**src/common/e8_io_pkg.sv**
```systemverilog
package e8_io_pkg;

	localparam int cond_w = 13;
	localparam int cmd_w = 20;

	// Bit n-1 holds input xn.
	localparam int cond_x1 = 0;
	localparam int cond_x2 = 1;
	localparam int cond_x3 = 2;
	localparam int cond_x4 = 3;
	localparam int cond_x5 = 4;
	localparam int cond_x6 = 5;
	localparam int cond_x7 = 6;
	localparam int cond_x8 = 7;
	localparam int cond_x9 = 8;
	localparam int cond_x10 = 9;
	localparam int cond_x11 = 10;
	localparam int cond_x12 = 11;
	localparam int cond_x13 = 12;

	// Bit n-1 holds output yn.
	localparam int cmd_y1 = 0;
	localparam int cmd_y2 = 1;
	localparam int cmd_y3 = 2;
	localparam int cmd_y4 = 3;
	localparam int cmd_y5 = 4;
	localparam int cmd_y6 = 5;
	localparam int cmd_y7 = 6;
	localparam int cmd_y8 = 7;
	localparam int cmd_y9 = 8;
	localparam int cmd_y10 = 9;
	localparam int cmd_y11 = 10;
	localparam int cmd_y12 = 11;
	localparam int cmd_y13 = 12;
	localparam int cmd_y14 = 13;
	localparam int cmd_y15 = 14;
	localparam int cmd_y16 = 15;
	localparam int cmd_y17 = 16;
	localparam int cmd_y18 = 17;
	localparam int cmd_y19 = 18;
	localparam int cmd_y20 = 19;

endpackage

```
**src/common/e8_state_pkg.sv**
```systemverilog
package e8_state_pkg;

	localparam int state_w = 5;
	localparam int num_states = 18;

	// Code 0 is illegal.
	localparam logic [state_w-1:0] st_s1 = 5'd1;
	localparam logic [state_w-1:0] st_s2 = 5'd2;
	localparam logic [state_w-1:0] st_s3 = 5'd3;
	localparam logic [state_w-1:0] st_s4 = 5'd4;
	localparam logic [state_w-1:0] st_s5 = 5'd5;
	localparam logic [state_w-1:0] st_s6 = 5'd6;
	localparam logic [state_w-1:0] st_s7 = 5'd7;
	localparam logic [state_w-1:0] st_s8 = 5'd8;
	localparam logic [state_w-1:0] st_s9 = 5'd9;
	localparam logic [state_w-1:0] st_s10 = 5'd10;
	localparam logic [state_w-1:0] st_s11 = 5'd11;
	localparam logic [state_w-1:0] st_s12 = 5'd12;
	localparam logic [state_w-1:0] st_s13 = 5'd13;
	localparam logic [state_w-1:0] st_s14 = 5'd14;
	localparam logic [state_w-1:0] st_s15 = 5'd15;
	localparam logic [state_w-1:0] st_s16 = 5'd16;
	localparam logic [state_w-1:0] st_s17 = 5'd17;
	localparam logic [state_w-1:0] st_s18 = 5'd18;

	localparam logic [state_w-1:0] st_reset = st_s1;

endpackage
```
**src/design/e8_top.sv**
```systemverilog
`timescale 1ns/1ps

module e8_top (
	input  logic                             rst,
	input  logic                             clk,
	input  logic                             in_valid,
	input  logic [e8_io_pkg::cond_w-1:0]     cond,
	output logic                             out_valid,
	output logic [e8_io_pkg::cmd_w-1:0]      cmd,
	output logic [e8_state_pkg::state_w-1:0] state
);

	// Clock on rst, active-low reset on clk.
	e8_controller u_controller (
		.rst       (rst),
		.clk       (clk),
		.in_valid  (in_valid),
		.cond      (cond),
		.out_valid (out_valid),
		.cmd       (cmd),
		.state     (state)
	);

endmodule

```
**src/e8_ctrl/e8_controller.sv**
```systemverilog
`timescale 1ns/1ps

module e8_controller (
	input  logic                             rst,
	input  logic                             clk,
	input  logic                             in_valid,
	input  logic [e8_io_pkg::cond_w-1:0]     cond,
	output logic                             out_valid,
	output logic [e8_io_pkg::cmd_w-1:0]      cmd,
	output logic [e8_state_pkg::state_w-1:0] state
);

	logic [e8_state_pkg::state_w-1:0] next_state;
	logic                             enter;
	logic [e8_io_pkg::cmd_w-1:0]      pattern;

	e8_next_state u_next_state (
		.cur_state  (state),
		.cond       (cond),
		.next_state (next_state),
		.enter      (enter)
	);

	e8_action_decode u_action_decode (
		.dest_state (next_state),
		.pattern    (pattern)
	);

	// One transition per strobe, result one cycle later.
	always_ff @(posedge rst or negedge clk)
	begin
		if (!clk)
		begin
			state <= e8_state_pkg::st_reset;
			cmd <= '0;
			out_valid <= 1'b0;
		end
		else
		begin
			out_valid <= in_valid;
			if (in_valid)
				state <= next_state;
			cmd <= (in_valid && enter) ? pattern : '0; // Zero on idle edges.
		end
	end

endmodule

```
**src/e8_ctrl/e8_action_decode.sv**
```systemverilog
`timescale 1ns/1ps

module e8_action_decode (
	input  logic [e8_state_pkg::state_w-1:0] dest_state,
	output logic [e8_io_pkg::cmd_w-1:0]      pattern
);

	// One-hot word with command bit idx set.
	function automatic logic [e8_io_pkg::cmd_w-1:0] yb(input int unsigned idx);
		logic [e8_io_pkg::cmd_w-1:0] w;
		w = '0;
		w[idx] = 1'b1;
		return w;
	endfunction

	always_comb
	begin
		case (dest_state)
			e8_state_pkg::st_s2: pattern = yb(e8_io_pkg::cmd_y16);
			e8_state_pkg::st_s3: pattern = yb(e8_io_pkg::cmd_y19);
			e8_state_pkg::st_s4:
				pattern = yb(e8_io_pkg::cmd_y1) | yb(e8_io_pkg::cmd_y8) | yb(e8_io_pkg::cmd_y9);
			e8_state_pkg::st_s5:
				pattern = yb(e8_io_pkg::cmd_y1) | yb(e8_io_pkg::cmd_y2) | yb(e8_io_pkg::cmd_y3);
			e8_state_pkg::st_s6:
				pattern = yb(e8_io_pkg::cmd_y1) | yb(e8_io_pkg::cmd_y2) | yb(e8_io_pkg::cmd_y12);
			e8_state_pkg::st_s7:
				pattern = yb(e8_io_pkg::cmd_y2) | yb(e8_io_pkg::cmd_y10) | yb(e8_io_pkg::cmd_y12);
			e8_state_pkg::st_s8: pattern = yb(e8_io_pkg::cmd_y18);
			e8_state_pkg::st_s9:
				pattern = yb(e8_io_pkg::cmd_y10) | yb(e8_io_pkg::cmd_y11) | yb(e8_io_pkg::cmd_y12);
			e8_state_pkg::st_s10:
				pattern = yb(e8_io_pkg::cmd_y7) | yb(e8_io_pkg::cmd_y9) | yb(e8_io_pkg::cmd_y15);
			e8_state_pkg::st_s11: pattern = yb(e8_io_pkg::cmd_y5);
			e8_state_pkg::st_s12: pattern = yb(e8_io_pkg::cmd_y4);
			e8_state_pkg::st_s13:
				pattern = yb(e8_io_pkg::cmd_y8) | yb(e8_io_pkg::cmd_y9) | yb(e8_io_pkg::cmd_y17);
			e8_state_pkg::st_s14: pattern = yb(e8_io_pkg::cmd_y6);
			e8_state_pkg::st_s15:
				pattern = yb(e8_io_pkg::cmd_y1) | yb(e8_io_pkg::cmd_y11) | yb(e8_io_pkg::cmd_y12);
			e8_state_pkg::st_s16: pattern = yb(e8_io_pkg::cmd_y20);
			e8_state_pkg::st_s17:
				pattern = yb(e8_io_pkg::cmd_y1) | yb(e8_io_pkg::cmd_y9)
					| yb(e8_io_pkg::cmd_y14) | yb(e8_io_pkg::cmd_y15);
			e8_state_pkg::st_s18: pattern = yb(e8_io_pkg::cmd_y13);
			default: pattern = '0; // s1 and illegal codes.
		endcase
	end

endmodule

```
**src/e8_ctrl/e8_next_state.sv**
```systemverilog
`timescale 1ns/1ps

module e8_next_state (
	input  logic [e8_state_pkg::state_w-1:0] cur_state,
	input  logic [e8_io_pkg::cond_w-1:0]     cond,
	output logic [e8_state_pkg::state_w-1:0] next_state,
	output logic                             enter
);

	logic x1, x2, x3, x4, x5, x6, x7, x8, x9, x10, x11, x12, x13;
	logic [e8_state_pkg::state_w:0] row; // {enter, next state}.

	// Row that issues the destination's commands.
	function automatic logic [e8_state_pkg::state_w:0] emit(
		input logic [e8_state_pkg::state_w-1:0] dest
	);
		return {1'b1, dest};
	endfunction

	// Row that only changes or holds the state.
	function automatic logic [e8_state_pkg::state_w:0] move(
		input logic [e8_state_pkg::state_w-1:0] dest
	);
		return {1'b0, dest};
	endfunction

	assign x1 = cond[e8_io_pkg::cond_x1];
	assign x2 = cond[e8_io_pkg::cond_x2];
	assign x3 = cond[e8_io_pkg::cond_x3];
	assign x4 = cond[e8_io_pkg::cond_x4];
	assign x5 = cond[e8_io_pkg::cond_x5];
	assign x6 = cond[e8_io_pkg::cond_x6];
	assign x7 = cond[e8_io_pkg::cond_x7];
	assign x8 = cond[e8_io_pkg::cond_x8];
	assign x9 = cond[e8_io_pkg::cond_x9];
	assign x10 = cond[e8_io_pkg::cond_x10];
	assign x11 = cond[e8_io_pkg::cond_x11];
	assign x12 = cond[e8_io_pkg::cond_x12];
	assign x13 = cond[e8_io_pkg::cond_x13];

	// First matching row wins; every chain ends in its last row.
	always_comb
	begin
		case (cur_state)
			e8_state_pkg::st_s1:
				if (x10 && x11 && x12 && x13 && x7) row = emit(e8_state_pkg::st_s2);
				else if (x10 && x11 && x12 && x13 && ~x7 && x1 && x5) row = emit(e8_state_pkg::st_s3);
				else if (x10 && x11 && x12 && x13 && ~x7 && x1 && ~x5) row = emit(e8_state_pkg::st_s4);
				else if (x10 && x11 && x12 && x13 && ~x7 && ~x1) row = emit(e8_state_pkg::st_s5);
				else if (x10 && x11 && x12 && ~x13 && x5) row = emit(e8_state_pkg::st_s6);
				else if (x10 && x11 && x12 && ~x13 && ~x5) row = emit(e8_state_pkg::st_s4);
				else if (x10 && x11 && ~x12 && x1 && x5 && x13) row = emit(e8_state_pkg::st_s3);
				else if (x10 && x11 && ~x12 && x1 && x5 && ~x13) row = emit(e8_state_pkg::st_s7);
				else if (x10 && x11 && ~x12 && x1 && ~x5) row = emit(e8_state_pkg::st_s4);
				else if (x10 && x11 && ~x12 && ~x1) row = emit(e8_state_pkg::st_s5);
				else if (x10 && ~x11) row = emit(e8_state_pkg::st_s8);
				else if (~x10 && x11 && x12 && x8) row = emit(e8_state_pkg::st_s2);
				else if (~x10 && x11 && x12 && ~x8 && x5) row = emit(e8_state_pkg::st_s3);
				else if (~x10 && x11 && x12 && ~x8 && ~x5) row = emit(e8_state_pkg::st_s4);
				else if (~x10 && x11 && ~x12) row = emit(e8_state_pkg::st_s9);
				else if (~x10 && ~x11 && x12 && x1 && x3 && x6) row = emit(e8_state_pkg::st_s10);
				else if (~x10 && ~x11 && x12 && x1 && x3 && ~x6) row = emit(e8_state_pkg::st_s4);
				else if (~x10 && ~x11 && x12 && x1 && ~x3) row = emit(e8_state_pkg::st_s4);
				else if (~x10 && ~x11 && x12 && ~x1) row = emit(e8_state_pkg::st_s5);
				else if (~x10 && ~x11 && ~x12 && x13 && x1) row = emit(e8_state_pkg::st_s5);
				else if (~x10 && ~x11 && ~x12 && x13 && ~x1 && x2) row = emit(e8_state_pkg::st_s11);
				else if (~x10 && ~x11 && ~x12 && x13 && ~x1) row = emit(e8_state_pkg::st_s12);
				else row = emit(e8_state_pkg::st_s7);
			e8_state_pkg::st_s2:
				if (x10 && x11) row = emit(e8_state_pkg::st_s13);
				else if (x10 && ~x11 && x7) row = move(e8_state_pkg::st_s1);
				else if (x10 && ~x11 && ~x7) row = emit(e8_state_pkg::st_s13);
				else if (~x10 && x12) row = emit(e8_state_pkg::st_s13);
				else if (~x10 && ~x12 && x7) row = move(e8_state_pkg::st_s1);
				else row = emit(e8_state_pkg::st_s13);
			e8_state_pkg::st_s3:
				if (x11) row = emit(e8_state_pkg::st_s13);
				else if (~x11 && x5) row = emit(e8_state_pkg::st_s14);
				else if (~x11 && ~x5 && x1) row = emit(e8_state_pkg::st_s12);
				else row = emit(e8_state_pkg::st_s11);
			e8_state_pkg::st_s4:
				if (x10 && x11 && x4 && x12 && x13) row = emit(e8_state_pkg::st_s11);
				else if (x10 && x11 && x4 && x12 && ~x13 && x3) row = emit(e8_state_pkg::st_s15);
				else if (x10 && x11 && x4 && x12 && ~x13 && ~x3) row = emit(e8_state_pkg::st_s11);
				else if (x10 && x11 && x4 && ~x12 && x13) row = emit(e8_state_pkg::st_s11);
				else if (x10 && x11 && x4 && ~x12 && ~x13 && x3) row = emit(e8_state_pkg::st_s9);
				else if (x10 && x11 && x4 && ~x12 && ~x13 && ~x3) row = emit(e8_state_pkg::st_s11);
				else if (x10 && x11 && ~x4) row = move(e8_state_pkg::st_s4);
				else if (x10 && ~x11) row = move(e8_state_pkg::st_s1);
				else if (~x10 && x11 && x12 && x4) row = emit(e8_state_pkg::st_s11);
				else if (~x10 && x11 && x12 && ~x4) row = move(e8_state_pkg::st_s4);
				else if (~x10 && x11 && ~x12) row = move(e8_state_pkg::st_s1);
				else if (~x10 && ~x11 && x12 && x4 && x3) row = emit(e8_state_pkg::st_s16);
				else if (~x10 && ~x11 && x12 && x4 && ~x3) row = emit(e8_state_pkg::st_s11);
				else if (~x10 && ~x11 && x12 && ~x4) row = move(e8_state_pkg::st_s4);
				else row = move(e8_state_pkg::st_s1);
			e8_state_pkg::st_s5:
				if (x2 && x12) row = emit(e8_state_pkg::st_s12);
				else if (x2 && ~x12) row = emit(e8_state_pkg::st_s11);
				else row = emit(e8_state_pkg::st_s12);
			e8_state_pkg::st_s6:
				if (x10 && x2) row = emit(e8_state_pkg::st_s14);
				else if (x10 && ~x2) row = move(e8_state_pkg::st_s6);
				else if (~x10 && x3) row = move(e8_state_pkg::st_s1);
				else row = emit(e8_state_pkg::st_s4);
			e8_state_pkg::st_s7:
				if (x10 && x2 && x6) row = emit(e8_state_pkg::st_s17);
				else if (x10 && x2 && ~x6) row = emit(e8_state_pkg::st_s18);
				else if (x10 && ~x2) row = move(e8_state_pkg::st_s7);
				else row = emit(e8_state_pkg::st_s18);
			e8_state_pkg::st_s8:
				if (x11) row = move(e8_state_pkg::st_s1);
				else if (~x11 && x1) row = emit(e8_state_pkg::st_s10);
				else row = emit(e8_state_pkg::st_s16);
			// Same rows on every visit, no history kept.
			e8_state_pkg::st_s9:
				if (x10 && x2 && x6) row = emit(e8_state_pkg::st_s17);
				else if (x10 && x2 && ~x6) row = emit(e8_state_pkg::st_s18);
				else if (x10 && ~x2) row = move(e8_state_pkg::st_s9);
				else if (~x10 && x1) row = emit(e8_state_pkg::st_s5);
				else if (~x10 && ~x1 && x2) row = emit(e8_state_pkg::st_s11);
				else row = emit(e8_state_pkg::st_s12);
			e8_state_pkg::st_s10:
				if (x10) row = emit(e8_state_pkg::st_s16);
				else if (~x10 && x4) row = emit(e8_state_pkg::st_s2);
				else row = move(e8_state_pkg::st_s10);
			e8_state_pkg::st_s11:
				if (x10 && x11 && x5 && x12 && x13) row = emit(e8_state_pkg::st_s3);
				else if (x10 && x11 && x5 && x12 && ~x13) row = emit(e8_state_pkg::st_s6);
				else if (x10 && x11 && x5 && ~x12 && x13) row = emit(e8_state_pkg::st_s3);
				else if (x10 && x11 && x5 && ~x12 && ~x13) row = emit(e8_state_pkg::st_s7);
				else if (x10 && x11 && ~x5) row = emit(e8_state_pkg::st_s4);
				else if (x10 && ~x11 && x8 && x1) row = emit(e8_state_pkg::st_s3);
				else if (x10 && ~x11 && x8 && ~x1) row = emit(e8_state_pkg::st_s4);
				else if (x10 && ~x11 && ~x8) row = emit(e8_state_pkg::st_s3);
				else if (~x10 && x11 && x12 && x5) row = emit(e8_state_pkg::st_s3);
				else if (~x10 && x11 && x12 && ~x5) row = emit(e8_state_pkg::st_s4);
				else if (~x10 && x11 && ~x12 && x1) row = emit(e8_state_pkg::st_s6);
				else if (~x10 && x11 && ~x12 && ~x1 && x3) row = move(e8_state_pkg::st_s1);
				else if (~x10 && x11 && ~x12 && ~x1 && ~x3) row = emit(e8_state_pkg::st_s4);
				else if (~x10 && ~x11 && x12 && x3 && x6) row = emit(e8_state_pkg::st_s10);
				else if (~x10 && ~x11 && x12 && x3 && ~x6) row = emit(e8_state_pkg::st_s4);
				else if (~x10 && ~x11 && x12 && ~x3) row = emit(e8_state_pkg::st_s4);
				else if (~x10 && ~x11 && ~x12 && x1) row = emit(e8_state_pkg::st_s6);
				else if (~x10 && ~x11 && ~x12 && ~x1 && x3) row = move(e8_state_pkg::st_s1);
				else row = emit(e8_state_pkg::st_s4);
			e8_state_pkg::st_s12:
				if (x10 && x11 && x5 && x13) row = emit(e8_state_pkg::st_s3);
				else if (x10 && x11 && x5 && ~x13) row = emit(e8_state_pkg::st_s7);
				else if (x10 && x11 && ~x5) row = emit(e8_state_pkg::st_s4);
				else if (x10 && ~x11) row = emit(e8_state_pkg::st_s3);
				else if (~x10 && x11 && x1) row = emit(e8_state_pkg::st_s6);
				else if (~x10 && x11 && ~x1 && x3) row = move(e8_state_pkg::st_s1);
				else if (~x10 && x11 && ~x1 && ~x3) row = emit(e8_state_pkg::st_s4);
				else if (~x10 && ~x11 && x12 && x3 && x6) row = emit(e8_state_pkg::st_s10);
				else if (~x10 && ~x11 && x12 && x3 && ~x6) row = emit(e8_state_pkg::st_s4);
				else if (~x10 && ~x11 && x12 && ~x3) row = emit(e8_state_pkg::st_s4);
				else if (~x10 && ~x11 && ~x12 && x13 && x1) row = emit(e8_state_pkg::st_s6);
				else if (~x10 && ~x11 && ~x12 && x13 && ~x1 && x3) row = move(e8_state_pkg::st_s1);
				else if (~x10 && ~x11 && ~x12 && x13 && ~x1) row = emit(e8_state_pkg::st_s4);
				else row = emit(e8_state_pkg::st_s17);
			e8_state_pkg::st_s13:
				if (x10 && x11 && x4) row = emit(e8_state_pkg::st_s8);
				else if (x10 && x11 && ~x4) row = move(e8_state_pkg::st_s13);
				else if (x10 && ~x11) row = move(e8_state_pkg::st_s1);
				else if (~x10 && x12 && x4) row = emit(e8_state_pkg::st_s8);
				else if (~x10 && x12 && ~x4) row = move(e8_state_pkg::st_s13);
				else row = move(e8_state_pkg::st_s1);
			e8_state_pkg::st_s14:
				if (x11) row = emit(e8_state_pkg::st_s2);
				else if (~x11 && x9) row = emit(e8_state_pkg::st_s2);
				else if (~x11 && ~x9 && x7) row = move(e8_state_pkg::st_s1);
				else row = emit(e8_state_pkg::st_s13);
			e8_state_pkg::st_s15:
				if (x2) row = emit(e8_state_pkg::st_s14);
				else row = move(e8_state_pkg::st_s15);
			e8_state_pkg::st_s16:
				if (x10 && x1) row = emit(e8_state_pkg::st_s12);
				else if (x10 && ~x1) row = emit(e8_state_pkg::st_s11);
				else row = emit(e8_state_pkg::st_s2);
			e8_state_pkg::st_s17:
				if (x10 && x4) row = emit(e8_state_pkg::st_s2);
				else if (x10 && ~x4) row = move(e8_state_pkg::st_s17);
				else if (~x10 && x5 && x6) row = emit(e8_state_pkg::st_s2);
				else if (~x10 && x5 && ~x6 && x7) row = move(e8_state_pkg::st_s1);
				else if (~x10 && x5 && ~x6 && ~x7) row = emit(e8_state_pkg::st_s13);
				else if (~x10 && ~x5 && x4) row = emit(e8_state_pkg::st_s12);
				else row = emit(e8_state_pkg::st_s17); // Self-loop that re-issues.
			e8_state_pkg::st_s18:
				if (x10) row = emit(e8_state_pkg::st_s2);
				else if (~x10 && x4) row = emit(e8_state_pkg::st_s12);
				else row = emit(e8_state_pkg::st_s17);
			default:
				row = move(e8_state_pkg::st_s1); // Illegal code recovers.
		endcase
	end

	assign enter = row[e8_state_pkg::state_w];
	assign next_state = row[e8_state_pkg::state_w-1:0];

endmodule

```
**config.mk**
```make
export PLATFORM = sky130hd
export DESIGN_NAME = e8_top
export DESIGN_NICKNAME = d
export VERILOG_FILES = /design/src/common/e8_io_pkg.sv /design/src/common/e8_state_pkg.sv /design/src/design/e8_top.sv /design/src/e8_ctrl/e8_controller.sv /design/src/e8_ctrl/e8_action_decode.sv /design/src/e8_ctrl/e8_next_state.sv
export SDC_FILE = /design/constraint.sdc
export NUM_CORES = 1
export LEC_CHECK = 0
export BUFFER_PORTS_ARGS = -buffer_cell sky130_fd_sc_hd__clkbuf_2
export CAP_MARGIN = 20
export CORE_MARGIN = 1.5
export CORE_UTILIZATION = 25
export CTS_CLUSTER_SIZE = 24
export DETAILED_ROUTE_END_ITERATION = 7
export PLACE_DENSITY = 0.42
export SLEW_MARGIN = 20
export SYNTH_ARGS = -nofsm -noshare
export SYNTH_HDL_FRONTEND = slang
export SYNTH_SLANG_ARGS = --single-unit
```
**constraint.sdc**
```tcl
create_clock -name rst -period 7.35 [get_ports rst]
set_input_delay 0.3675 -clock rst [delete_from_list [all_inputs] [get_ports rst]]
set_output_delay 0.3675 -clock rst [all_outputs]
set_load 0.03 [all_outputs]
```
* Word level (Yosys, flattened, before mapping)
Memories as Yosys holds them, arrays and structs flattened.
Index checks and enable logic that the tools add are counted.
** Storage, ports and cells
- ROM bits :: 640
- Word-level logic and storage cells :: 275
- Memories kept :: 1
- Register bits after elaboration :: 26
** Memories
- (no name shown) :: words 32, width 20, read ports 1, clocked after memory_dff 0, write ports 0, line e8_action_decode.sv:18 : case (dest_state)
** Cells by class
- Multiplexer cells :: 113
- Reductions and logical operators :: 127
- Eq/ne operators :: 18
- Bitwise gates (word level) :: 13
** Operators by type and width (number)
- $mux W6 :: 72
- $logic_and A1 B1 Y1 :: 127
- $pmux W6 S18 :: 1
- $mux W4 :: 26
- $eq A5 B4 Y1 const B :: 8
- $mux W5 :: 6
- $mux W3 :: 7
- $eq A5 B3 Y1 const B :: 4
- $mux W20 :: 1
- $eq A5 B5 Y1 const B :: 3
- $not A1 Y1 :: 13
- $eq A5 B2 Y1 const B :: 2
- $eq A5 B1 Y1 const B :: 1

* Depth between registers and ports, before layout
- Depth after elaboration :: 30
- Mapped depth :: 11
- Gate-level depth less buffers :: 7

* By module
Synthesis repeated with hierarchy kept, for this count alone.
** Unflattened totals
- Cells, all modules :: 379
- Area total of the unflattened synthesis :: 2917.8 um^2
** Modules (own cells, without submodules)
- e8_next_state :: area each 1754.2 um^2, seq. area each 0.0 um^2, cells an instance 280, instances 1
- e8_controller :: area each 893.4 um^2, seq. area each 651.9 um^2, cells an instance 56, instances 1
- e8_action_decode :: area each 270.3 um^2, seq. area each 0.0 um^2, cells an instance 43, instances 1

* Least setup slack after synthesis
OpenSTA, ideal clock, no wires.
- Path kind :: reg2reg
- Start :: register u_controller.state[1] in the netlist's numbering
- End :: register u_controller.cmd[11] in the netlist's numbering
- Stages on the path, launching flop included :: 10
- Setup time :: 0.082 ns
- Arrival time :: 2.551 ns
- Slack :: 4.716 ns
- Clock period less this slack :: 2.634 ns
- Required time :: 7.268 ns
- Cell sequence :: dfrtp_1 buf_2 nand2b_1 nor2_2 a311oi_2 o22ai_1 or4_1 buf_2 or4_1 a31oi_1
** On the way
- Longest elaborated chain between the ends :: 4
- Elaborated cells between the ends (all ways) :: 22
- Those cells by class :: 18 x eq/ne; 2 x mux; 1 x reduce/logical; 1 x memory
** RTL lines
- start, declared :: line e8_controller.sv:10 : output logic [e8_state_pkg::state_w-1:0] state
- start signal, assigned :: line e8_controller.sv:34 : state <= e8_state_pkg::st_reset;
- start signal, assigned :: line e8_controller.sv:42 : state <= next_state;
- $eq A5 B5 Y1, or another cell as far along :: line e8_next_state.sv:44 : case (cur_state)
- $pmux W6 S18 * :: line e8_next_state.sv:44
- $mem_v2 Z32 W20 / $logic_and A1 B1 Y1 (equally long branches)
- $mux W20 * :: line e8_controller.sv:43 : cmd <= (in_valid && enter) ? pattern : '0;
- end signal, assigned :: line e8_controller.sv:43
- end, declared :: line e8_controller.sv:9 : output logic [e8_io_pkg::cmd_w-1:0] cmd,
Mark *: on every way between the ends. The rest lies on a longest branch, timed or not.
A chain may end at the register's enable or synchronous reset.

* Worst setup path in the final report
- Start :: register u_controller.state[0] in the netlist's numbering
- End :: register u_controller.cmd[11] in the netlist's numbering
The elaborated chain is that of the path after synthesis.

==> implementation parameters <==
Parameter                              Value

Yosys
  Number of nets in the synthesized netlist ... 364
  Synth Instances ... 348
  Yosys reg bits ... 26
  Number of flops mapped to enable cells by yosys ... 0
  Netlist Area Pre-Place ... 2710 um^2
  Fraction of registers with async set or reset after synthesis ... 100%
  Synth Flop Type ... dfrtp_1
  Sequential element share of the synthesized area ... 24.1%
  Synth Warn # ... 0
  Distinct cell type count after synthesis ... 74
  Average cell area after synthesis ... 7.78 um^2

Worst setup path
  Critical path required time ... 7550 ps
  Critical path start-end classification ... reg2reg
  Critical Path Start Type ... flop
  Kind of end point of the critical path ... flop
  Largest driver fanout on the critical path ... 28
  Arrival time of the worst setup path ... 3700 ps

Floorplanning
  Placeable Area ... 10400 um^2
  DIE HEIGHT ... 107 um
  I/O pins ... 42
  Effective utilization at floorplan ... 26.0%
  X dimension of the die ... 107 um
  Die Outline Area ... 11500 um^2
  Cell Rows ... 37

Clock network
  Max Buffers Root-to-Sink ... 2
  Clock insertion delay at the later pin of the skew report ... 270 ps
  Worst-path clk slew ... 90 ps
  Post-cts repair resize count ... 0
  Hold-fix buffer count after cts ... 0
  Post-CTS repair timing setup buffer count ... 0
  Clock tree from TritonCTS ... done
  Max H-tree Level ... 1
  Root Driver ... clkbuf_8
  TritonCTS Buffers ... 3
  Sinks on the clock net ... 26

Global route
  Wire length of the first global-routing pass ... 15300 um
  Vias in the first global route ... 2767
  Initial antenna violation count ... 0
  Grt ovf ... 0
  Total routing resource utilization after global routing ... 16.7%
  Pin count of the biggest net entering global routing ... 44

Timing
  Worst-margin pin slew ... 951 ps
  Minimum clock period ... 3500 ps
  Fmax ... 286 MHz
  Worst slew margin relative to its limit ... 36.6%
  Worst Hold Margin ... 101 ps
  Post-route setup TNS ... 0 ps
  Setup repair after global routing missed its margin ... false
  Setup Skew ... 1.52 ps
  Portion of the clock cycle consumed by the worst path in the final layout ... 47.6%
  Slew Limit Fails ... 0
  Setup-violating endpoint count in the final report ... 0
  PnR worst setup slack ... 3850 ps
  Final hold vios ... 0

Power
  Overall power consumption ... 984 uW
  Static Leak ... 1.14 nW
  Peak VDD IR ... 0.102 mV
  Power density over the cells ... 333 nW/um^2

Finish
  Growth of design area from synthesis to finish ... 9.01%
  Share of final-layout standard cells stronger than drive strength 1 ... 17.5%
  Most frequent cells in the layout ... clkbuf_2 (41), nor2_1 (27), dfrtp_1 (25)
  Most common cell after layout, fill and taps aside ... clkbuf_2
  # diodes ... 0
  Final-stage net count ... 376

Run
  Max-cap viol count ... 0

Routing
  Total detailed-routing wirelength ... 9380 um
  Detailed-route wire length per cell ... 18.9 um
  Total via count after detailed routing ... 2912
  Pre-Repair DR Iteration Count ... 5
  First DRT Iteration DRCs ... 443
  Residual antenna-violating net count after detailed routing ... 0
  Drt drc ... 0
  Number of vias per cell ... 5.88

Status
  Run status ... completed

Worst hold path
  Tightest Hold Check Type ... in2async

Placed design
  Total half-perimeter wirelength after legalization and detailed placement ... 6630 um
  Routability congestion estimate from global placement ... 0.918
  Pre-CTS setup slack ... 3780 ps
  Number of I/O port buffers ... 41
## critical path, cell delays in order, from the launching register on
cell,delay [ps]
dfstp_2,880
nor2b_1,600
nand2_1,270
a221oi_1,460
a211oi_1,130
and3_1,350
or4_1,550
a31oi_1,170
## kinds of logic after synthesis
kind of cell	after synthesis	share of synthesized area, %
DFF	26	24.1
and+or+nand+nor	166	36.7
AOI/OAI and AO/OA	102	26.9
xor gates and xnor gates	3	0.971
muxes	3	1.66
buffers and inverters	48	9.70
## power by group
group          total [mW]  internal (mW)  switching [mW]
registers           0.267          0.170          0.0967
clock network       0.118         0.0729          0.0455
logic               0.599          0.204           0.395
## through the flow
step | std cells | utilization [%] | area (um^2)
3_3_place_gp | 491 | 27.7 | 2880
6_report | 495 | 28.3 | 2950
5_1_grt | 495 | 28.3 | 2950
4_1_cts | 495 | 28.3 | 2950
3_5_place_dp | 491 | 27.7 | 2880
2_1_floorplan | 348 | - | 2710
## path summary, 6_finish.rpt
check	startpoint	to	slack (ps)	depth (start not counted)
worst max-delay path	u_controller.state[0]	u_controller.cmd[11]	3850	7
worst min-delay path	clk	u_controller.cmd[13]	100	1
worst max register to register	u_controller.state[0]	u_controller.cmd[11]	3850	7
worst min register to register	u_controller.state[0]	u_controller.state[0]	760	2
max in group asynchronous	clk	u_controller.cmd[8]	6840	1
min in group rst	in_valid	u_controller.out_valid	370	1
## cell usage after synthesis, types with 3 or more instances
cell type  instances  area, um^2
nand2_1           21        78.8
nor3b_1            4        30.0
nand2b_1          15        93.8
dfrtp_1           25         626
a41oi_1            3        26.3
nor2b_1           11        68.8
nor3_1            14        70.1
clkbuf_1           7        26.3
nor4_1             6        37.5
nand4_1            8        50.1
a211oi_1           3        22.5
nor2_1            27         101
or3_1              7        43.8
o21ai_0           15        75.1
buf_4              6        45.0
buf_2             18        90.1
a221oi_1           5        43.8
nand3_1           11        55.1
or4_1              3        22.5
buf_6              5        56.3
inv_1             11        41.3
or3b_1             5        43.8
and3_1             4        25.0
o2111ai_1          5        43.8
a32oi_1            4        35.0
o22ai_1            4        25.0
and3b_1            4        35.0
o211ai_1           9        67.6
o32ai_1            3        26.3
a21oi_1           21         105
a2111oi_0          3        26.3
## metal layers
metal	wire, um	vias up	share of wire [%]	global-route usage (%)
met2	4240	139	45	25.7
met4	201	0	2.1	4.00
met5	0	-	0	0
met3	587	22	6.3	2.61
met1	4350	1404	46	24.1
li1	-	1347	-	-
## registers in the layout, indices dropped and copies added (netlist names)
signal,cells
u_controller.cmd,20
u_controller.out_valid,1
u_controller.state,5
## layout make-up
type                       instances  area [um^2]
clock buffer                       3         41.3
sequential                        26          652
timing repair buffer              43          220
tap                              136          170
clock inverter                     1         30.0
inverter                          12         45.0
multi-input combinational        274         1790
fill                            1142         7460
(Power assumes the default switching activity.)
